<file path="src/hw/issue_defines.svh">
`ifndef ISSUE_DEFINES_SVH
`define ISSUE_DEFINES_SVH

// ============================================================
// Core sizes
// ============================================================

// Architectural registers and their index width
`define NUM_REGS 16
`define REG_IDX_W 4

// Data path and instruction word
`define DATA_W 16
`define INSTR_W 16

// Scheduler window
`define RS_DEPTH 4
// Age counter width without the wrap bit
`define AGE_W 3

`endif

</file>
<file path="src/hw/isa_pkg.sv">
`include "issue_defines.svh"

package isa_pkg;

  localparam int OPCODE_W = 3;
  localparam int IMM_W    = 8;
  // Shift amount comes from the low bits of source 1
  localparam int SHAMT_W  = 4;

  // Field positions in the instruction word
  localparam int OP_MSB   = `INSTR_W - 1;
  localparam int OP_LSB   = 13;
  localparam int DEST_MSB = 12;
  localparam int DEST_LSB = 9;
  localparam int SRC0_MSB = 8;
  localparam int SRC0_LSB = 5;
  localparam int SRC1_MSB = 4;
  localparam int SRC1_LSB = 1;
  // Load immediate overlays both source fields
  localparam int IMM_MSB  = 8;
  localparam int IMM_LSB  = 1;

  typedef enum logic [OPCODE_W-1:0] {
    OP_ADD = 3'd0,
    OP_SUB = 3'd1,
    OP_AND = 3'd2,
    OP_OR  = 3'd3,
    OP_XOR = 3'd4,
    OP_SHL = 3'd5,
    OP_SHR = 3'd6,
    OP_LI  = 3'd7
  } isa_opcode_e;

endpackage

</file>
<file path="src/hw/sched_pkg.sv">
`include "issue_defines.svh"

package sched_pkg;

  // Dispatch order tag, wrap bit flips each time idx rolls over
  typedef struct packed {
    logic              wrap;
    logic [`AGE_W-1:0] idx;
  } age_tag_t;

  typedef struct packed {
    logic                  valid;
    isa_pkg::isa_opcode_e  opcode;
    logic [`REG_IDX_W-1:0] dest;
    logic [`REG_IDX_W-1:0] src0;
    logic                  src0_valid;
    logic                  src0_ready;
    logic [`REG_IDX_W-1:0] src1;
    logic                  src1_valid;
    logic                  src1_ready;
    logic [`DATA_W-1:0]    imm;
    age_tag_t              age;
  } rs_entry_t;

  // DEC_STALL means an instruction sits in the decode register
  typedef enum logic {
    DEC_IDLE  = 1'b0,
    DEC_STALL = 1'b1
  } dec_state_e;

endpackage

</file>
<file path="src/hw/instr_decode.sv">
`include "issue_defines.svh"

module instr_decode
  import isa_pkg::*, sched_pkg::*;
(
  input  logic                  clk,
  input  logic                  rst_n,
  input  logic                  flush_i,
  input  logic                  in_valid_i,
  input  logic [`INSTR_W-1:0]   instr_i,
  input  logic                  rs_has_free_i,
  input  logic                  wb_valid_i,
  input  logic [`REG_IDX_W-1:0] wb_dest_i,
  output logic                  in_ready_o,
  output logic                  disp_valid_o,
  output isa_opcode_e           disp_op_o,
  output logic [`REG_IDX_W-1:0] disp_dest_o,
  output logic [`REG_IDX_W-1:0] disp_src0_o,
  output logic                  disp_src0_valid_o,
  output logic                  disp_src0_ready_o,
  output logic [`REG_IDX_W-1:0] disp_src1_o,
  output logic                  disp_src1_valid_o,
  output logic                  disp_src1_ready_o,
  output logic [`DATA_W-1:0]    disp_imm_o,
  output age_tag_t              disp_age_o
);

  dec_state_e            state_q, state_d;
  logic                  live_q;
  logic [`NUM_REGS-1:0]  busy_q, busy_d;
  // Registers still to be read by a waiting station entry
  logic [`NUM_REGS-1:0]  rpend_q, rpend_d;
  age_tag_t              age_q;

  isa_opcode_e           f_op;
  logic [`REG_IDX_W-1:0] f_dest, f_src0, f_src1;
  logic                  f_src_valid, f_src0_ready, f_src1_ready, f_waits;
  logic                  accept, dispatch;

  // ============================================================
  // Field extraction
  // ============================================================
  assign f_op   = isa_opcode_e'(instr_i[OP_MSB:OP_LSB]);
  assign f_dest = instr_i[DEST_MSB:DEST_LSB];
  assign f_src0 = instr_i[SRC0_MSB:SRC0_LSB];
  assign f_src1 = instr_i[SRC1_MSB:SRC1_LSB];
  assign f_src_valid = (f_op != OP_LI);

  // A result broadcast this cycle already counts as available
  assign f_src0_ready = !busy_q[f_src0] || (wb_valid_i && wb_dest_i == f_src0);
  assign f_src1_ready = !busy_q[f_src1] || (wb_valid_i && wb_dest_i == f_src1);
  assign f_waits = f_src_valid && !(f_src0_ready && f_src1_ready);

  // ============================================================
  // Handshake and state
  // ============================================================
  // Destination must be free of pending writes and pending reads
  assign in_ready_o = live_q && !flush_i && rs_has_free_i &&
                      !busy_q[f_dest] && !rpend_q[f_dest];
  assign accept     = in_valid_i && in_ready_o;
  assign disp_valid_o = (state_q == DEC_STALL);
  assign dispatch   = disp_valid_o && rs_has_free_i;
  assign disp_age_o = age_q;

  always_comb begin
    state_d = state_q;
    case (state_q)
      DEC_IDLE:  if (accept) state_d = DEC_STALL;
      DEC_STALL: if (dispatch && !accept) state_d = DEC_IDLE;
      default:   state_d = DEC_IDLE;
    endcase
  end

  always_comb begin
    busy_d = busy_q;
    if (wb_valid_i) busy_d[wb_dest_i] = 1'b0;
    if (accept) busy_d[f_dest] = 1'b1;
    // With nothing in flight no entry can still be waiting to read
    rpend_d = (busy_q == '0) ? '0 : rpend_q;
    if (accept && f_waits) begin
      rpend_d[f_src0] = 1'b1;
      rpend_d[f_src1] = 1'b1;
    end
  end

  always_ff @(posedge clk or negedge rst_n) begin
    if (!rst_n) begin
      state_q <= DEC_IDLE;
      live_q  <= 1'b0;
      busy_q  <= '0;
      rpend_q <= '0;
      age_q   <= '0;
    end else if (flush_i) begin
      state_q <= DEC_IDLE;
      live_q  <= 1'b0;
      busy_q  <= '0;
      rpend_q <= '0;
    end else begin
      state_q <= state_d;
      live_q  <= 1'b1;
      busy_q  <= busy_d;
      rpend_q <= rpend_d;
      if (dispatch) age_q <= age_tag_t'({age_q.wrap, age_q.idx} + 1'b1);
    end
  end

  // Held instruction, ready bits keep tracking broadcasts
  always_ff @(posedge clk) begin
    if (accept) begin
      disp_op_o         <= f_op;
      disp_dest_o       <= f_dest;
      disp_src0_o       <= f_src0;
      disp_src1_o       <= f_src1;
      disp_src0_valid_o <= f_src_valid;
      disp_src1_valid_o <= f_src_valid;
      disp_src0_ready_o <= f_src0_ready;
      disp_src1_ready_o <= f_src1_ready;
      disp_imm_o        <= {{(`DATA_W-IMM_W){1'b0}}, instr_i[IMM_MSB:IMM_LSB]};
    end else if (wb_valid_i) begin
      if (wb_dest_i == disp_src0_o) disp_src0_ready_o <= 1'b1;
      if (wb_dest_i == disp_src1_o) disp_src1_ready_o <= 1'b1;
    end
  end

  // Full station keeps the same instruction parked in decode
  a_hold_when_full: assert property (@(posedge clk) disable iff (!rst_n)
    disp_valid_o && !rs_has_free_i && !flush_i |=>
      disp_valid_o && $stable(disp_dest_o) && $stable(disp_age_o));

endmodule

</file>
<file path="src/hw/reservation_station.sv">
`include "issue_defines.svh"

module reservation_station
  import isa_pkg::*, sched_pkg::*;
(
  input  logic                  clk,
  input  logic                  rst_n,
  input  logic                  flush_i,
  input  logic                  disp_valid_i,
  input  isa_opcode_e           disp_op_i,
  input  logic [`REG_IDX_W-1:0] disp_dest_i,
  input  logic [`REG_IDX_W-1:0] disp_src0_i,
  input  logic                  disp_src0_valid_i,
  input  logic                  disp_src0_ready_i,
  input  logic [`REG_IDX_W-1:0] disp_src1_i,
  input  logic                  disp_src1_valid_i,
  input  logic                  disp_src1_ready_i,
  input  logic [`DATA_W-1:0]    disp_imm_i,
  input  age_tag_t              disp_age_i,
  input  logic                  wb_valid_i,
  input  logic [`REG_IDX_W-1:0] wb_dest_i,
  output logic                  rs_has_free_o,
  output logic                  issue_valid_o,
  output isa_opcode_e           issue_op_o,
  output logic [`REG_IDX_W-1:0] issue_dest_o,
  output logic [`REG_IDX_W-1:0] issue_src0_o,
  output logic [`REG_IDX_W-1:0] issue_src1_o,
  output logic [`DATA_W-1:0]    issue_imm_o
);

  localparam int IDX_W = $clog2(`RS_DEPTH);

  rs_entry_t [`RS_DEPTH-1:0] mem_q, mem_d;
  rs_entry_t                 new_entry;
  logic [`RS_DEPTH-1:0]      free;
  logic [`RS_DEPTH-1:0]      ready;
  logic [IDX_W-1:0]          wr_idx;
  logic [IDX_W-1:0]          sel_idx;
  logic                      older_ready;

  // Wrap bits differ once the counter has rolled past the other tag
  function automatic logic is_older(age_tag_t a, age_tag_t b);
    if (a.wrap == b.wrap) begin
      return a.idx < b.idx;
    end
    return a.idx > b.idx;
  endfunction

  // ============================================================
  // Slot status and write position
  // ============================================================
  always_comb begin
    wr_idx = '0;
    for (int i = `RS_DEPTH - 1; i >= 0; i--) begin
      free[i]  = !mem_q[i].valid;
      ready[i] = mem_q[i].valid &&
                 (mem_q[i].src0_ready || !mem_q[i].src0_valid) &&
                 (mem_q[i].src1_ready || !mem_q[i].src1_valid);
      if (free[i]) wr_idx = IDX_W'(i);
    end
  end

  assign rs_has_free_o = |free;

  // ============================================================
  // Oldest ready select
  // ============================================================
  always_comb begin
    issue_valid_o = 1'b0;
    sel_idx = '0;
    for (int i = 0; i < `RS_DEPTH; i++) begin
      if (ready[i] && (!issue_valid_o || is_older(mem_q[i].age, mem_q[sel_idx].age))) begin
        issue_valid_o = 1'b1;
        sel_idx = IDX_W'(i);
      end
    end
  end

  // Any ready entry that beats the selected one
  always_comb begin
    older_ready = 1'b0;
    for (int i = 0; i < `RS_DEPTH; i++) begin
      if (ready[i] && is_older(mem_q[i].age, mem_q[sel_idx].age)) older_ready = 1'b1;
    end
  end

  assign issue_op_o   = mem_q[sel_idx].opcode;
  assign issue_dest_o = mem_q[sel_idx].dest;
  assign issue_src0_o = mem_q[sel_idx].src0;
  assign issue_src1_o = mem_q[sel_idx].src1;
  assign issue_imm_o  = mem_q[sel_idx].imm;

  // ============================================================
  // Wakeup, write and release
  // ============================================================
  always_comb begin
    new_entry.valid      = 1'b1;
    new_entry.opcode     = disp_op_i;
    new_entry.dest       = disp_dest_i;
    new_entry.src0       = disp_src0_i;
    new_entry.src0_valid = disp_src0_valid_i;
    new_entry.src1       = disp_src1_i;
    new_entry.src1_valid = disp_src1_valid_i;
    new_entry.imm        = disp_imm_i;
    new_entry.age        = disp_age_i;
    // Incoming entry must not miss a broadcast in its write cycle
    new_entry.src0_ready = disp_src0_ready_i || (wb_valid_i && wb_dest_i == disp_src0_i);
    new_entry.src1_ready = disp_src1_ready_i || (wb_valid_i && wb_dest_i == disp_src1_i);

    mem_d = mem_q;
    for (int i = 0; i < `RS_DEPTH; i++) begin
      if (wb_valid_i && mem_q[i].valid) begin
        if (mem_q[i].src0 == wb_dest_i) mem_d[i].src0_ready = 1'b1;
        if (mem_q[i].src1 == wb_dest_i) mem_d[i].src1_ready = 1'b1;
      end
    end
    if (issue_valid_o) mem_d[sel_idx].valid = 1'b0;
    if (disp_valid_i && rs_has_free_o) mem_d[wr_idx] = new_entry;
  end

  always_ff @(posedge clk or negedge rst_n) begin
    if (!rst_n) begin
      mem_q <= '0;
    end else if (flush_i) begin
      mem_q <= '0;
    end else begin
      mem_q <= mem_d;
    end
  end

  // The issued entry is the oldest of all ready entries
  a_issue_oldest: assert property (@(posedge clk) disable iff (!rst_n)
    issue_valid_o |-> !older_ready);

endmodule

</file>
<file path="src/hw/alu_execute.sv">
`include "issue_defines.svh"

module alu_execute
  import isa_pkg::*;
(
  input  logic                  clk,
  input  logic                  rst_n,
  input  logic                  flush_i,
  input  logic                  issue_valid_i,
  input  isa_opcode_e           issue_op_i,
  input  logic [`REG_IDX_W-1:0] issue_dest_i,
  input  logic [`REG_IDX_W-1:0] issue_src0_i,
  input  logic [`REG_IDX_W-1:0] issue_src1_i,
  input  logic [`DATA_W-1:0]    issue_imm_i,
  input  logic [`DATA_W-1:0]    rd_data0_i,
  input  logic [`DATA_W-1:0]    rd_data1_i,
  output logic [`REG_IDX_W-1:0] rd_addr0_o,
  output logic [`REG_IDX_W-1:0] rd_addr1_o,
  output logic                  ex_valid_o,
  output logic [`REG_IDX_W-1:0] ex_dest_o,
  output logic [`DATA_W-1:0]    ex_data_o
);

  logic               valid_q;
  isa_opcode_e        op_q;
  logic [`DATA_W-1:0] a_q, b_q, imm_q;

  // Operands are read in the issue cycle
  assign rd_addr0_o = issue_src0_i;
  assign rd_addr1_o = issue_src1_i;

  always_ff @(posedge clk or negedge rst_n) begin
    if (!rst_n) begin
      valid_q <= 1'b0;
    end else begin
      valid_q <= issue_valid_i && !flush_i;
    end
  end

  always_ff @(posedge clk) begin
    if (issue_valid_i) begin
      op_q      <= issue_op_i;
      ex_dest_o <= issue_dest_i;
      a_q       <= rd_data0_i;
      b_q       <= rd_data1_i;
      imm_q     <= issue_imm_i;
    end
  end

  // Result held during a flush is dropped before it reaches the register file
  assign ex_valid_o = valid_q && !flush_i;

  always_comb begin
    case (op_q)
      OP_ADD:  ex_data_o = a_q + b_q;
      OP_SUB:  ex_data_o = a_q - b_q;
      OP_AND:  ex_data_o = a_q & b_q;
      OP_OR:   ex_data_o = a_q | b_q;
      OP_XOR:  ex_data_o = a_q ^ b_q;
      OP_SHL:  ex_data_o = a_q << b_q[SHAMT_W-1:0];
      OP_SHR:  ex_data_o = a_q >> b_q[SHAMT_W-1:0];
      OP_LI:   ex_data_o = imm_q;
      default: ex_data_o = '0;
    endcase
  end

  a_one_cycle: assert property (@(posedge clk) disable iff (!rst_n)
    ex_valid_o == ($past(issue_valid_i && !flush_i) && !flush_i));

endmodule

</file>
<file path="src/hw/result_regfile.sv">
`include "issue_defines.svh"

module result_regfile (
  input  logic                  clk,
  input  logic                  rst_n,
  input  logic [`REG_IDX_W-1:0] rd_addr0_i,
  input  logic [`REG_IDX_W-1:0] rd_addr1_i,
  input  logic                  ex_valid_i,
  input  logic [`REG_IDX_W-1:0] ex_dest_i,
  input  logic [`DATA_W-1:0]    ex_data_i,
  output logic [`DATA_W-1:0]    rd_data0_o,
  output logic [`DATA_W-1:0]    rd_data1_o,
  output logic                  wb_valid_o,
  output logic [`REG_IDX_W-1:0] wb_dest_o,
  output logic [`DATA_W-1:0]    wb_data_o
);

  logic [`DATA_W-1:0] regs_q [`NUM_REGS];

  // Forward a value that is being written this cycle
  assign rd_data0_o = (ex_valid_i && ex_dest_i == rd_addr0_i) ? ex_data_i
                                                              : regs_q[rd_addr0_i];
  assign rd_data1_o = (ex_valid_i && ex_dest_i == rd_addr1_i) ? ex_data_i
                                                              : regs_q[rd_addr1_i];

  always_ff @(posedge clk or negedge rst_n) begin
    if (!rst_n) begin
      for (int i = 0; i < `NUM_REGS; i++) begin
        regs_q[i] <= '0;
      end
      wb_valid_o <= 1'b0;
    end else begin
      if (ex_valid_i) regs_q[ex_dest_i] <= ex_data_i;
      wb_valid_o <= ex_valid_i;
    end
  end

  // Broadcast payload
  always_ff @(posedge clk) begin
    if (ex_valid_i) begin
      wb_dest_o <= ex_dest_i;
      wb_data_o <= ex_data_i;
    end
  end

endmodule

</file>
<file path="src/hw/issue_core_top.sv">
`include "issue_defines.svh"

module issue_core_top
  import isa_pkg::*, sched_pkg::*;
(
  input  logic                  clk,
  input  logic                  rst_n,
  input  logic                  flush_i,
  input  logic                  in_valid_i,
  input  logic [`INSTR_W-1:0]   instr_i,
  output logic                  in_ready_o,
  output logic                  wb_valid_o,
  output logic [`REG_IDX_W-1:0] wb_dest_o,
  output logic [`DATA_W-1:0]    wb_data_o
);

  // Decode to station
  logic                  disp_valid, rs_has_free;
  isa_opcode_e           disp_op;
  logic [`REG_IDX_W-1:0] disp_dest, disp_src0, disp_src1;
  logic                  disp_src0_valid, disp_src0_ready;
  logic                  disp_src1_valid, disp_src1_ready;
  logic [`DATA_W-1:0]    disp_imm;
  age_tag_t              disp_age;

  // Station to execute
  logic                  issue_valid;
  isa_opcode_e           issue_op;
  logic [`REG_IDX_W-1:0] issue_dest, issue_src0, issue_src1;
  logic [`DATA_W-1:0]    issue_imm;

  // Execute to result
  logic [`REG_IDX_W-1:0] rd_addr0, rd_addr1, ex_dest;
  logic [`DATA_W-1:0]    rd_data0, rd_data1, ex_data;
  logic                  ex_valid;

  instr_decode u_decode (
    .clk               (clk),
    .rst_n             (rst_n),
    .flush_i           (flush_i),
    .in_valid_i        (in_valid_i),
    .instr_i           (instr_i),
    .rs_has_free_i     (rs_has_free),
    .wb_valid_i        (wb_valid_o),
    .wb_dest_i         (wb_dest_o),
    .in_ready_o        (in_ready_o),
    .disp_valid_o      (disp_valid),
    .disp_op_o         (disp_op),
    .disp_dest_o       (disp_dest),
    .disp_src0_o       (disp_src0),
    .disp_src0_valid_o (disp_src0_valid),
    .disp_src0_ready_o (disp_src0_ready),
    .disp_src1_o       (disp_src1),
    .disp_src1_valid_o (disp_src1_valid),
    .disp_src1_ready_o (disp_src1_ready),
    .disp_imm_o        (disp_imm),
    .disp_age_o        (disp_age)
  );

  reservation_station u_rs (
    .clk               (clk),
    .rst_n             (rst_n),
    .flush_i           (flush_i),
    .disp_valid_i      (disp_valid),
    .disp_op_i         (disp_op),
    .disp_dest_i       (disp_dest),
    .disp_src0_i       (disp_src0),
    .disp_src0_valid_i (disp_src0_valid),
    .disp_src0_ready_i (disp_src0_ready),
    .disp_src1_i       (disp_src1),
    .disp_src1_valid_i (disp_src1_valid),
    .disp_src1_ready_i (disp_src1_ready),
    .disp_imm_i        (disp_imm),
    .disp_age_i        (disp_age),
    .wb_valid_i        (wb_valid_o),
    .wb_dest_i         (wb_dest_o),
    .rs_has_free_o     (rs_has_free),
    .issue_valid_o     (issue_valid),
    .issue_op_o        (issue_op),
    .issue_dest_o      (issue_dest),
    .issue_src0_o      (issue_src0),
    .issue_src1_o      (issue_src1),
    .issue_imm_o       (issue_imm)
  );

  alu_execute u_ex (
    .clk           (clk),
    .rst_n         (rst_n),
    .flush_i       (flush_i),
    .issue_valid_i (issue_valid),
    .issue_op_i    (issue_op),
    .issue_dest_i  (issue_dest),
    .issue_src0_i  (issue_src0),
    .issue_src1_i  (issue_src1),
    .issue_imm_i   (issue_imm),
    .rd_data0_i    (rd_data0),
    .rd_data1_i    (rd_data1),
    .rd_addr0_o    (rd_addr0),
    .rd_addr1_o    (rd_addr1),
    .ex_valid_o    (ex_valid),
    .ex_dest_o     (ex_dest),
    .ex_data_o     (ex_data)
  );

  result_regfile u_rf (
    .clk        (clk),
    .rst_n      (rst_n),
    .rd_addr0_i (rd_addr0),
    .rd_addr1_i (rd_addr1),
    .ex_valid_i (ex_valid),
    .ex_dest_i  (ex_dest),
    .ex_data_i  (ex_data),
    .rd_data0_o (rd_data0),
    .rd_data1_o (rd_data1),
    .wb_valid_o (wb_valid_o),
    .wb_dest_o  (wb_dest_o),
    .wb_data_o  (wb_data_o)
  );

endmodule

</file>
<file path="config.mk">
export PLATFORM = sky130hd
export DESIGN_NAME = issue_core_top
export DESIGN_NICKNAME = d
export VERILOG_FILES = /design/src/hw/isa_pkg.sv /design/src/hw/sched_pkg.sv /design/src/hw/instr_decode.sv /design/src/hw/reservation_station.sv /design/src/hw/alu_execute.sv /design/src/hw/result_regfile.sv /design/src/hw/issue_core_top.sv
export VERILOG_INCLUDE_DIRS = /design/src /design/src/hw
export SDC_FILE = /design/constraint.sdc
export NUM_CORES = 1
export LEC_CHECK = 0
export ABC_CLOCK_PERIOD_IN_PS = 8200
export BUFFER_PORTS_ARGS = -buffer_cell sky130_fd_sc_hd__buf_4
export CORE_ASPECT_RATIO = 1.75
export CORE_MARGIN = 8
export CORE_UTILIZATION = 30
export CTS_CLUSTER_SIZE = 16
export DETAILED_ROUTE_END_ITERATION = 12
export HOLD_SLACK_MARGIN = 0.05
export PLACE_DENSITY_LB_ADDON = 0.2
export SLEW_MARGIN = 20
export SYNTH_ARGS = -nofsm -noshare
export SYNTH_HDL_FRONTEND = slang
export SYNTH_SLANG_ARGS = --single-unit
</file>
<file path="constraint.sdc">
create_clock -name clk -period 8.2 [get_ports clk]
set_clock_uncertainty 0.2 [all_clocks]
set_input_delay 0 -clock clk [delete_from_list [all_inputs] [get_ports clk]]
set_output_delay 0 -clock clk [all_outputs]
set_load 0.005 [all_outputs]
</file>
=== Word level (Yosys, flattened, before mapping) ===
Index checks and enable logic that the tools add are counted.

* Bits in latches: 0
* Bits in read-only memories: 0
* Memories kept: 0
* Bits of input ports: 20
* Output and inout port bits: 22
* Bits in writable memories: 0
* Register bits: 557

* Multipliers: 0
* Bitwise gates (word level): 13
* Add/subtract/negate cells: 3
* Order comparisons: 24
* Shift operators: 2
* Divide/modulo/power cells: 0
* Multiplexer cells: 96
* Reductions and logical operators: 86
* Eq/ne operators: 25

{| class="wikitable"
|+ Operators by type and width
! operator !! count
|-
| $mux W160 || 3
|-
| $bwmux W160 || 2
|-
| $bwmux W256 || 1
|-
| $bmux W40 S2 || 3
|-
| $mux W16 || 13
|-
| $demux W40 S2 || 2
|-
| $bmux W16 S4 || 2
|-
| $pmux W16 S8 || 1
|-
| $mux W40 || 2
|-
| $demux W16 S4 || 1
|-
| $or A16 B16 Y16 || 4
|-
| $eq A4 B4 Y1 || 14
|-
| $mux W1 || 48
|-
| $logic_and A1 B1 Y1 || 40
|-
| $mux W39 || 1
|-
| $and A16 B16 Y16 || 2
|-
| $logic_not A1 Y1 || 22
|-
| $lt A4 B5 Y1 const B || 4
|-
| $add A16 B16 Y16 || 1
|-
| $bmux W1 S4 || 4
|-
| $demux W1 S4 || 4
|-
| $ge A4 B1 Y1 const B || 4
|-
| $logic_not A16 Y1 || 1
|-
| $not A16 Y16 || 1
|-
| 27 further kinds || 69
|}

=== Depth between registers and ports, before layout ===
Gate-level depths: netlist (run 1).

* Depth after elaboration: 34
* Mapped depth: 34
* Gate-level depth less buffers: 28

=== Modules after synthesis ===
From an unflattened synthesis (run 1), not the netlist that was laid out.

* Cells, all modules: 2821
* Area, all modules: 32043.2 um2

{| class="wikitable"
|+ Modules (own cells, without submodules)
! module !! instances !! cells each !! area an instance (um2) !! seq. area each (um2)
|-
| result_regfile || 1 || 906 || 14810.5 || 7031.7
|-
| reservation_station || 1 || 1022 || 8475.6 || 4003.8
|-
| alu_execute || 1 || 575 || 5271.3 || 1676.6
|-
| instr_decode || 1 || 318 || 3485.8 || 1491.4
|}

=== Worst setup path after synthesis (run 1) ===
OpenSTA, ideal clock, no wires.

* Kind: reg-to-reg
* Start: register u_rs.mem_q[2] (netlist bit)
* End: register u_ex.a_q[10] (data pin)
* Arrival: 6.305 ns
* Slack: 1.435 ns
* Stages on the path, launching flop included: 32
* Data required time: 7.740 ns
* Clock period less this slack: 6.765 ns
* Cells stage by stage: dfrtp_1 -> inv_1 -> ha_1 -> and3_1 -> a211o_1 -> a41oi_4 -> buf_6 -> clkbuf_1 -> a21oi_1 -> ha_1 -> nand3b_1 -> a32oi_1 -> o21ai_0 -> a21o_1 -> nand2_1 -> clkbuf_1 -> nor2_1 -> a21oi_1 -> ha_1 -> a21oi_1 -> and2_1 -> mux2i_1 -> a21o_1 -> o21ai_1 -> nand2_1 -> buf_4 -> mux2i_1 -> buf_2 -> mux2i_1 -> o32ai_1 -> or3_1 -> mux2_2

* Cells in the longest elaborated chain, start to end: 29

{| class="wikitable"
|+ Ends and longest elaborated chain
! element !! line !! source
|-
| start, declared || reservation_station.sv:33 || <nowiki>rs_entry_t [`RS_DEPTH-1:0] mem_q, mem_d;</nowiki>
|-
| start signal, assigned || reservation_station.sv:127 || <nowiki>mem_q <= mem_d;</nowiki>
|-
| $lt A3 B3 Y1 || reservation_station.sv:44 || <nowiki>return a.idx < b.idx;</nowiki>
|-
| $mux W1 || reservation_station.sv:43 || <nowiki>if (a.wrap == b.wrap) begin</nowiki>
|-
| $mux W1 || reservation_station.sv:46 || <nowiki>return a.idx > b.idx;</nowiki>
|-
| $logic_or A1 B1 Y1 || reservation_station.sv:72 || <nowiki>if (ready[i] && (!issue_valid_o || is_older(mem_q[i].age, mem_q[sel_idx].age))) begin</nowiki>
|-
| $logic_and A1 B1 Y1 || reservation_station.sv:72 ||
|-
| $mux W1 || reservation_station.sv:72 ||
|-
| $bmux W40 S2 || reservation_station.sv:72 ||
|-
| $mux W4 (not written as such) || reservation_station.sv:72 ||
|-
| [13 not listed] || n/a ||
|-
| $mux W2 (*) || reservation_station.sv:72 ||
|-
| $bmux W40 S2 (*) || n/a ||
|-
| $mux W39 (*) || n/a ||
|-
| $not A4 Y5 (not written as such) || result_regfile.sv:22 || <nowiki>: regs_q[rd_addr0_i];</nowiki>
|-
| $bmux W16 S4 || result_regfile.sv:22 ||
|-
| $mux W16 (not written as such) (2 in series) || result_regfile.sv:22 ||
|-
| $mux W16 (*) || result_regfile.sv:21 || <nowiki>assign rd_data0_o = (ex_valid_i && ex_dest_i == rd_addr0_i) ? ex_data_i</nowiki>
|-
| named net rd_data0[10] || issue_core_top.sv:34 || <nowiki>logic [`DATA_W-1:0] rd_data0, rd_data1, ex_data;</nowiki>
|-
| end signal, assigned || alu_execute.sv:44 || <nowiki>a_q <= rd_data0_i;</nowiki>
|-
| end, declared || alu_execute.sv:26 || <nowiki>logic [`DATA_W-1:0] a_q, b_q, imm_q;</nowiki>
|}

Mark *: on every way through the listed nets, which the timed path passes. The rest lies on a longest branch. The select of a mux whose other input is x is not followed.
A chain may end at the register's enable or synchronous reset.

=== Worst setup path in the final report (run 1) ===
* Start: register u_rs.mem_q[2] (netlist bit)
* End: register u_ex.a_q[12] (data pin)

The elaborated chain is that of the path after synthesis.

==> metrics list, run 1 <==
* Share of power burned in the clock network: about two fifths
- Final count of pins violating max slew: 0
* Port bufs: 40
* Deepest clock path buffer count: 3
* Fraction of the yosys area taken by sequential cells: ~41%
* Clock edge transition at the registers on the reported setup and hold paths: about 0.06 ns
- Vias per std cell: roughly 5.6
- Max-cap viol count: 0
- Setup slack on the worst reg-to-reg path comes out at 0.69 ns.
- TritonCTS built the clock tree.
- Synth top area cells: sky130_fd_sc_hd__dfrtp_1 (32%), sky130_fd_sc_hd__edfxtp_1 (8.4%), sky130_fd_sc_hd__nand2_1 (7.1%)
- DIE AREA: roughly 110000 µm²
- Clock insertion delay at the later pin of the skew report: around 0.65 ns
- Together, buffers and inverters on the worst path number 3.
- Post-Syn Instances: between 3000 and 4000
- Required time at the endpoint of the critical path: 8.39 ns
- At the pin with the least slew margin, the transition time is about 1.1 ns.
- Area of combinational cells with multiple inputs: 16400 µm²
- Post-Synthesis Mean Instance Area: between 8 and 9 µm²
- Power density of the placed cells: about 170 nW/µm²
* Post-Syn Nets: 3500
- Top cell family by delay on the critical path: compound AO/OA/AOI/OAI gates
* Post-synthesis share of cell area spent on and, or, nand and nor gates: between 10% and 20%
- Most frequent cell on the critical path: sky130_fd_sc_hd__ha_1
- Flip-flop and latch count after synthesis: between 400 and 500
* Final Setup Violations: 0
- Sequential cell fraction of total power: a little under half
- Sw frac: around 30%
- Maximum resistive drop on vdd: ~0.14 mV
- In this design, the stage delay of the slowest critical-path cell is between 0.4 and 0.5 ns.
- Total routing usage reported by global routing: about a fifth
- Critical register-to-register path endpoint: u_ex.a_q[12]
- Count of cell types in the netlist: 84
* Layout cells sized above 1: a little under an eighth
* Cell at the root of the clock tree: sky130_fd_sc_hd__clkbuf_16
* Hold depth: 2
- FF-to-FF path depth: 28
* Starting DRT DRC Count: ~1700
- For this run, the leading register cell type out of synthesis is sky130_fd_sc_hd__dfrtp_1.
- Cell internal power was estimated by the tool at about 4.1 mW.
- The clock period could shrink to between 7 and 8 ns.
- Per report_power, the combinational group accounts for between 10 and 15% of the total.
- Counting every sink on the clock net gives approximately 470.
- The die is about 440 µm tall.
- The net count of the finished layout is 3414.
- In this run the static leakage power is around 13 nW.
* Placeable core region: between 100000 and 150000 µm²
- Hold Path Class: input pin to register
* Cell type with the largest total area after synthesis: sky130_fd_sc_hd__dfrtp_1
* Compound-gate portion of the synthesized area: between 20% and 30%
* Summed instance area of the synthesized netlist: 30300 µm²
- Static timing analysis puts the maximum clock frequency at 0.133 GHz.
- From synthesis to final layout, the design area changed by 12.5%.
* Startpoint kind of the worst setup timing path: register
* Proportion of synthesized flip-flops having asynchronous set or reset: about 82%
- Drt first pass iters: 7
- After detailed placement, the design holds a cell count of 4571.
- Wire per inst: roughly 24 µm
- Dominant combinational cell family by area after synthesis: compound AO/OA/AOI/OAI gates
* Filler cell count in the final layout: roughly 10000
- The number of clock buffers added by TritonCTS is 51.
* Number of antenna violations at the first check in global routing: 0
* Final instance count without filler cells: ~4700
- Portion of netlist area occupied by mux cells: under 10%
* Number of top-level pins: 42
- STA puts the critical path data arrival time at approximately 7.7 ns.
* Setup repair after global routing missed its margin: no
- Floorplan die width: 256 µm
- In the final layout, flip-flops and latches occupy around 12000 µm².
- Critical path class: register to register
- Final RePlAce weighted congestion: about 0.9
* Post-route antenna net violation count: 0
- Of the total synthesized cell area, the portion taken by XOR and XNOR cells is roughly 2.3%.
* Pin count of the biggest net entering global routing: between 100 and 150
* # DRC: 0
- HPWL after detailed placement: 78800 µm
* Final total negative setup slack: 0 ns
- After floorplanning, the core was divided into 154 placement rows.
- Max H-tree Level: 2
- In this run, synthesis inferred 85 flip-flops with an integrated enable.
- For this run, the number of Yosys warnings is 0.
* Destination of the worst hold path: u_decode.disp_dest_o[0]
* Crit path max fanout: 32
- Most frequent standard cell in the layout excluding fill and tap cells: sky130_fd_sc_hd__nand2_1
- Beginning of the worst hold path: instr_i[9]
- The share of synthesized area in the top cell type comes to roughly 32%.
- Final hold violations: 0
* Share of the cycle needed by the critical path after routing: roughly nine tenths
- Of the total synthesized cell area, the portion taken by full adders, half adders and majority gates is about 2.5%.
- Endpoint kind of the worst setup timing path: register
* First-pass GRT wire length: ~170000 µm
- Detailed-route via count: about 27000
- Summed over all layers, the routed wires come to roughly 110000 µm.
* Launch instance of the worst register-to-register path: u_rs.mem_q[2]
* Sum of overflow across all layers after global routing: 0
- Relative max-transition margin: 28.5%
* Psw: 1.73 mW
- Once the floorplan was initialized, standard cells occupied 30.1% of the core.
* Via count of the first global-routing pass: between 20000 and 30000
- Status: finished clean
* Commonest cells after routing, fill and taps aside: sky130_fd_sc_hd__nand2_1 (573), sky130_fd_sc_hd__dfrtp_1 (387), sky130_fd_sc_hd__a21oi_1 (239)
- The slowest stage of the critical path belongs to the cell sky130_fd_sc_hd__a41oi_4.
sequential cells by signal (all words and copies together) (netlist names), 2 cells and up:
name                  count
u_decode.busy_q          16
u_decode.disp_age_o       4
u_decode.disp_dest_o      4
u_decode.disp_imm_o       2
u_decode.disp_op_o        3
u_decode.disp_src0_o      3
u_decode.disp_src1_o      3
u_decode.rpend_q         16
u_ex.a_q                 16
u_ex.b_q                 16
u_ex.ex_dest_o            4
u_ex.imm_q                8
u_ex.op_q                 3
u_rf.regs_q             256
u_rf.wb_data_o           16
u_rf.wb_dest_o            4
u_rs.mem_q               92
area by class of cell:
class | instances | share of cell area [%]
diodes | 1 | 0.00735
clock buffers | 73 | 4.41
clock inverters | 22 | 0.529
inverters | 123 | 1.36
multi-input cells | 2511 | 48.2
flip-flops and latches | 473 | 36.0
well taps | 1326 | 4.87
repair buffers | 174 | 4.62
repair_timing:
action / 4_1_cts / 5_1_grt
resized for setup: 0 / 1
buffers inserted: 0 / 0
hold buffers: 36 / 0
hold endpoints to repair: 218 / 0
endpoints found under the setup margin: 0 / 2
synth_stat cells (22+ instances only):
master,n
sky130_fd_sc_hd__a211o_1,64
sky130_fd_sc_hd__a211oi_1,108
sky130_fd_sc_hd__a21boi_0,49
sky130_fd_sc_hd__a21oi_1,243
sky130_fd_sc_hd__a311oi_1,62
sky130_fd_sc_hd__and3_1,40
sky130_fd_sc_hd__buf_1,22
sky130_fd_sc_hd__buf_2,49
sky130_fd_sc_hd__clkbuf_1,228
sky130_fd_sc_hd__dfrtp_1,388
sky130_fd_sc_hd__edfxtp_1,85
sky130_fd_sc_hd__ha_1,59
sky130_fd_sc_hd__inv_1,116
sky130_fd_sc_hd__mux2_2,107
sky130_fd_sc_hd__mux2i_1,85
sky130_fd_sc_hd__nand2_1,575
sky130_fd_sc_hd__nand2b_1,67
sky130_fd_sc_hd__nand3_1,78
sky130_fd_sc_hd__nor2_1,139
sky130_fd_sc_hd__nor3_1,49
sky130_fd_sc_hd__o2111ai_1,39
sky130_fd_sc_hd__o211ai_1,61
sky130_fd_sc_hd__o21ai_0,229
sky130_fd_sc_hd__o221ai_1,60
sky130_fd_sc_hd__o22ai_1,28
sky130_fd_sc_hd__xnor2_1,42
sky130_fd_sc_hd__xor2_1,39
cell families (layout without fill, tap and decap cells):
| family | count (synthesis) | after routing |
|---|---|---|
| AOI/OAI and AO/OA | 1124 | 1124 |
| and+or+nand+nor | 1036 | 1036 |
| DFF | 473 | 473 |
| buffers and inverters | 436 | 392 |
| muxes | 210 | 210 |
| xor gates and xnor gates | 81 | 81 |
| adders and majority gates | 60 | 60 |
| other | 0 | 1 |
power groups by stage:
stage	logic [mW]	registers, mW	clock network [mW]
5_1_grt	0.894	2.69	2.52
2_1_floorplan	0.521	2.65	0
3_3_place_gp	0.786	2.71	0
6_report	0.810	2.67	2.39
4_1_cts	0.813	2.67	2.46
3_5_place_dp	0.795	2.71	0
worst max path at each step:
| stage | start | to | slack, ns | cells after the start |
|---|---|---|---|---|
| after floorplan | u_rs.mem_q[2] | u_ex.a_q[10] | 1.43 | 31 |
| after global placement | u_rs.mem_q[2] | u_ex.a_q[12] | 0.56 | 28 |
| after detailed placement | u_rs.mem_q[2] | u_ex.a_q[10] | 0.53 | 28 |
| after CTS | u_rs.mem_q[2] | u_ex.a_q[10] | 0.51 | 28 |
| after global routing | u_rs.mem_q[2] | u_ex.a_q[12] | 0.12 | 29 |
| final | u_rs.mem_q[2] | u_ex.a_q[12] | 0.69 | 28 |
layer usage:
layer / vias to the layer above / GRT usage, % / wire length (µm)
li1: 12400 / - / -
met1: 13100 / 21.7 / 42900
met2: 817 / 37.0 / 60500
met3: 304 / 1.91 / 4400
met4: 0 / 11.0 / 6950
met5: - / 0 / 0
through the flow:
step / util [%] / hold WS (ns) / power (mW) / cell area, µm² / setup slack (ns)
floorplan: - / -0.496 / 3.17 / 30300 / 1.43
global placement: 31.8 / -0.0356 / 3.50 / 32000 / 0.559
detailed placement: 31.9 / -0.0418 / 3.51 / 32000 / 0.533
CTS: 33.9 / 0.0671 / 5.94 / 34000 / 0.506
global route: 33.9 / 0.104 / 6.10 / 34000 / 0.118
finish: 33.9 / 0.114 / 5.87 / 34100 / 0.687
(Power assumes the default switching activity.)
==> inputs of run 2 (changes only) <==
--- a/config.mk
+++ b/config.mk
@@ -6,6 +6,7 @@
 export SDC_FILE = /design/constraint.sdc
 export NUM_CORES = 1
 export LEC_CHECK = 0
+export ABC_AREA = 1
 export ABC_CLOCK_PERIOD_IN_PS = 8200
 export BUFFER_PORTS_ARGS = -buffer_cell sky130_fd_sc_hd__buf_4
 export CORE_ASPECT_RATIO = 1.75
==> run 2 against run 1 <==
  * Design area decreased by 6.6%
  * Clock-buffer cell count increased by 4
  * Sequential share of layout area increased by 2.5 points
  * Non-clock buffer count decreased by 45
  * Sequential power about the same
  * Clock power increased by 2%
  * Via count decreased by 1.4%
  * Register-to-register slack improved by 0.71 ns
  * Largest power group unchanged
==> metrics list, run 2 <==
- The run finished with clean final reports.
- The async set-or-reset flop fraction in the synthesized netlist is 82.0% (unchanged).
- The final routed wirelength across all metal layers came to 104000 µm (-9.0%).
- Final total negative setup slack: 0 ns (unchanged)
- The via count of the first global-routing pass is 26300 (-1.8%).
- # DRC: 0 (unchanged)
- Slowest library cell on the worst path: sky130_fd_sc_hd__nor2_2
- Vias per std cell: 5.13 (-9.2%)
* Commonest cells after routing, fill and taps aside: sky130_fd_sc_hd__nand2_1 (1184), sky130_fd_sc_hd__nand3_1 (550), sky130_fd_sc_hd__inv_1 (480)
- The total count of hold-check failures in the final report is 0 (unchanged).
- Flip-flop and latch count after synthesis: 473 (unchanged)
- The row count came to 149 (-3.2%).
* Clock edge transition at the registers on the reported setup and hold paths: 0.06 ns (about the same)
- Filler cell count in the final layout: 10100 (-3.0%)
* Worst Slack Setup Final: 1.39 ns (+0.707 ns)
- The slew at the pin with the worst max-slew slack was 1.10 ns (+0.0253 ns).
* Met1 global-route usage: 20.7% (-1.0 points)
- The number of maximum-capacitance constraint violations is 0 (unchanged).
- The end-of-flow core utilization came to 33.8% (-0.14 points).
- The number of flops mapped to enable cells by yosys was 85 (unchanged).
* Final Setup Violations: 0 (unchanged)
- Final critical path time including I/O delays and setup: 6.81 ns (-0.707 ns)
- Post-Syn Nets: 3973 (+14%)
- The internal power was 4.34 mW (+4.9%).
- The global-route congestion overflow total came to 0 (unchanged).
- Of all cell types, the one taking the most synthesized area is sky130_fd_sc_hd__dfrtp_1.
- Setup repair after global routing missed its margin: no
* Hold Path Class: input pin to register
- Share of the cycle needed by the critical path after routing: 83.0% (-8.6 points)
* Share of power burned in the clock network: 38.8% (-1.9 points)
* Chip Height: 423 µm (-3.0%)
* DIE AREA: 105000 µm² (-5.8%)
- Number of antenna violations at the first check in global routing: 0 (unchanged)
* Wire per inst: 20.4 µm (-16%)
- Deepest clock path buffer count: 3 (unchanged)
* Sequential cell fraction of total power: 42.6% (-2.9 points)
- The final-stage net count came to 3936 (+15%).
- Critical path class: register to register
* Startpoint kind of the worst setup timing path: register
- Max Clk Rate: 0.147 GHz (+10%)
- The instance area at placement is 29700 µm² (-7.2%).
- By instance count, the cell type seen most on the critical path is sky130_fd_sc_hd__nand2_1.
* Summed instance area of the synthesized netlist: 28400 µm² (-6.2%)
- The count of different cell masters after synthesis is 58 (-31%).
* Storage element area: 12300 µm² (about the same)
* Ys flop type: sky130_fd_sc_hd__dfrtp_1
- The commonest cells after synthesis are sky130_fd_sc_hd__nand2_1 (1186), sky130_fd_sc_hd__nand3_1 (550), sky130_fd_sc_hd__inv_1 (481).
* Relative max-transition margin: 26.8% (-1.7 points)
* Post-placement cell count: 4977 (+8.9%)
- Final RePlAce weighted congestion: 0.936 (+3.6%)
* Register bank with the most flops: u_rf.regs_q
- Total power of the final layout: 6.28 mW (+7.1%)
* Worst EP arrival: 6.98 ns (-0.73 ns)
* Floorplan die width: 249 µm (-2.9%)
- Layout overhead on the synthesized area: 12.0%
* Crit path max fanout: 17 (-47%)
* Number of top-level pins: 42 (unchanged)
- The worst setup path is captured at a register.
- CTS tree: yes
- Initial Utilization: 30.2% (about the same)
- The ratio of cells with drive above 1 in the final layout is 5.70% (-6.2 points).
- The met3 demand-to-capacity share in global routing was 1.92% (+0.0065 points).
- Post-Synthesis Mean Instance Area: 7.30 µm² (-18%)
* First-pass GRT wire length: 160000 µm (-7.7%)
* Most frequent standard cell in the layout excluding fill and tap cells: sky130_fd_sc_hd__nand2_1
* Largest registers ranked by flip-flop count: u_rf.regs_q x256, u_rs.mem_q x92
* Drt first pass iters: 5 (-2)
- The power per unit of standard cell area is 198 nW/µm² (+15%).
- Total routing usage reported by global routing: 19.3% (-0.46 points)
- By instance count, the leading cell after synthesis is sky130_fd_sc_hd__nand2_1.
- The portion of synthesized cell area occupied by the leading cell type came to 34.2% (+2.1 points).
- Clock insertion delay at the later pin of the skew report: 0.63 ns (-0.02 ns)
- The number of clock buffers inserted by TritonCTS was 50 (-2.0%).
- The port buffer count was 40 (unchanged).
* Final Hold Slack: 0.135 ns (+0.0208 ns)
- The clock net sink count came to 473 (unchanged).
- HPWL after detailed placement: 72600 µm (-7.9%)
- Maximum resistive drop on vdd: 0.149 mV (+7.4%)
- Slowest Stage Delay on Critical Path: 0.55 ns (+0.14 ns)
* Area of all placed cells without fillers: 31800 µm² (-6.6%)
- Fraction of the yosys area taken by sequential cells: 43.2% (+2.7 points)
* Starting DRT DRC Count: 1703 (-0.12%)
* Final count of pins violating max slew: 0 (unchanged)
- Area of combinational cells with multiple inputs: 13300 µm² (-19%)
- Cell at the root of the clock tree: sky130_fd_sc_hd__clkbuf_16
* Routing usage on met2: 37.5% (+0.51 points)
* Flip-flop count of the largest register, all copies and words added: 256 (unchanged)
- Required time at the endpoint of the critical path: 8.37 ns (-0.02 ns)
* Placement-stage worst setup slack: 1.30 ns (+0.768 ns)
- Count of synthesis-stage warnings from yosys: 0 (unchanged)
- The share of total power consumed by net switching was 30.9% (+1.4 points).
- Post-route antenna net violation count: 0 (unchanged)
- GRT Max-Usage Layer: met2
- Synth top area cells: sky130_fd_sc_hd__dfrtp_1 (34%), sky130_fd_sc_hd__nand2_1 (16%), sky130_fd_sc_hd__nand3_1 (9.7%)
- The routed via count was 26200 (-1.4%).
- Max H-tree Level: 2 (unchanged)
* Buffers inserted by post-CTS timing repair: 0 (unchanged)
- Pin count of the biggest net entering global routing: 134 (-5.6%)
- Post-Syn Instances: 3893 (+14%)
* Leak: 14.5 nW (+9.7%)
* Placeable core region: 94100 µm² (-6.2%)
* Count of antenna diodes in the layout: 0 (-1)
- Psw: 1.94 mW (+12%)
* Comb pwr share: 18.6% (+4.8 points)
* Final instance count without filler cells: 5106 (+8.6%)
[run 2: cell count changes in the layout (fill, tap and decap cells not counted), sizes merged, moves of 106 or more]
cell	delta
mux2	-106
nand2	+616
nand3	+476
inv	+364
a21oi	-160
o21ai	+149
[run 2: kinds of logic after synthesis]
group,after synthesis,share of synthesized area (%)
AOI/OAI and AO/OA,665,13.3
xor gates and xnor gates,49,1.51
DFF,473,43.2
muxes,3,0.110
buffers and inverters,717,10.3
adders and majority gates,60,2.67
and+or+nand+nor,1926,28.9
[run 2: power groups by stage]
stage                     combinational (mW)  clock (mW)  sequential [mW]
final                                   1.17        2.44             2.68
after global routing                    1.33        2.58             2.70
after CTS                               1.18        2.51             2.68
after detailed placement                1.16           0             2.72
after global placement                  1.15           0             2.72
after floorplan                        0.788           0             2.69
[run 2: layer usage]
layer	vias to the layer above	share of wire [%]	wire, µm
met3	236	3.6	3720
met1	12500	37	39000
li1	12700	-	-
met5	-	0	0
met4	0	5.0	5190
met2	690	54	56500
[run 2: worst paths after layout]
kind | startpoint | endpoint | cells past startpoint | slack [ns]
min | instr_i[12] | u_decode.busy_q[3] | 5 | 0.13
min reg2reg | u_ex.ex_dest_o[3] | u_rf.wb_dest_o[3] | 0 | 0.26
max | u_rs.mem_q[2] | u_ex.b_q[8] | 33 | 1.39
max reg2reg | u_rs.mem_q[2] | u_ex.b_q[8] | 33 | 1.39
max in group asynchronous | rst_n | u_rf.regs_q[191] | 5 | 5.97
min in group asynchronous | rst_n | u_decode.rpend_q[11] | 4 | 0.40
[run 2: area by class of cell]
cell class	instances	area share [%]
multi-input cells	2703	41.7
flip-flops and latches	473	38.6
inverters	499	5.90
well taps	1208	4.75
clock buffers	77	4.61
repair buffers	129	3.65
clock inverters	17	0.818
[run 2: what timing repair did]
| item | in CTS | in global routing |
|---|---|---|
| endpoints found under the hold margin | 345 | 0 |
| hold buffers | 35 | 0 |
| gates resized for setup | 0 | 0 |
[run 2: worst max-delay path, delay by kind of cell, from the launching register on]
family          cells  cell delay (ns)
simple gates       21             2.88
compound gates      7             1.92
fa+ha+maj           3             0.87
flops               1             0.36
buf+inv             2             0.35
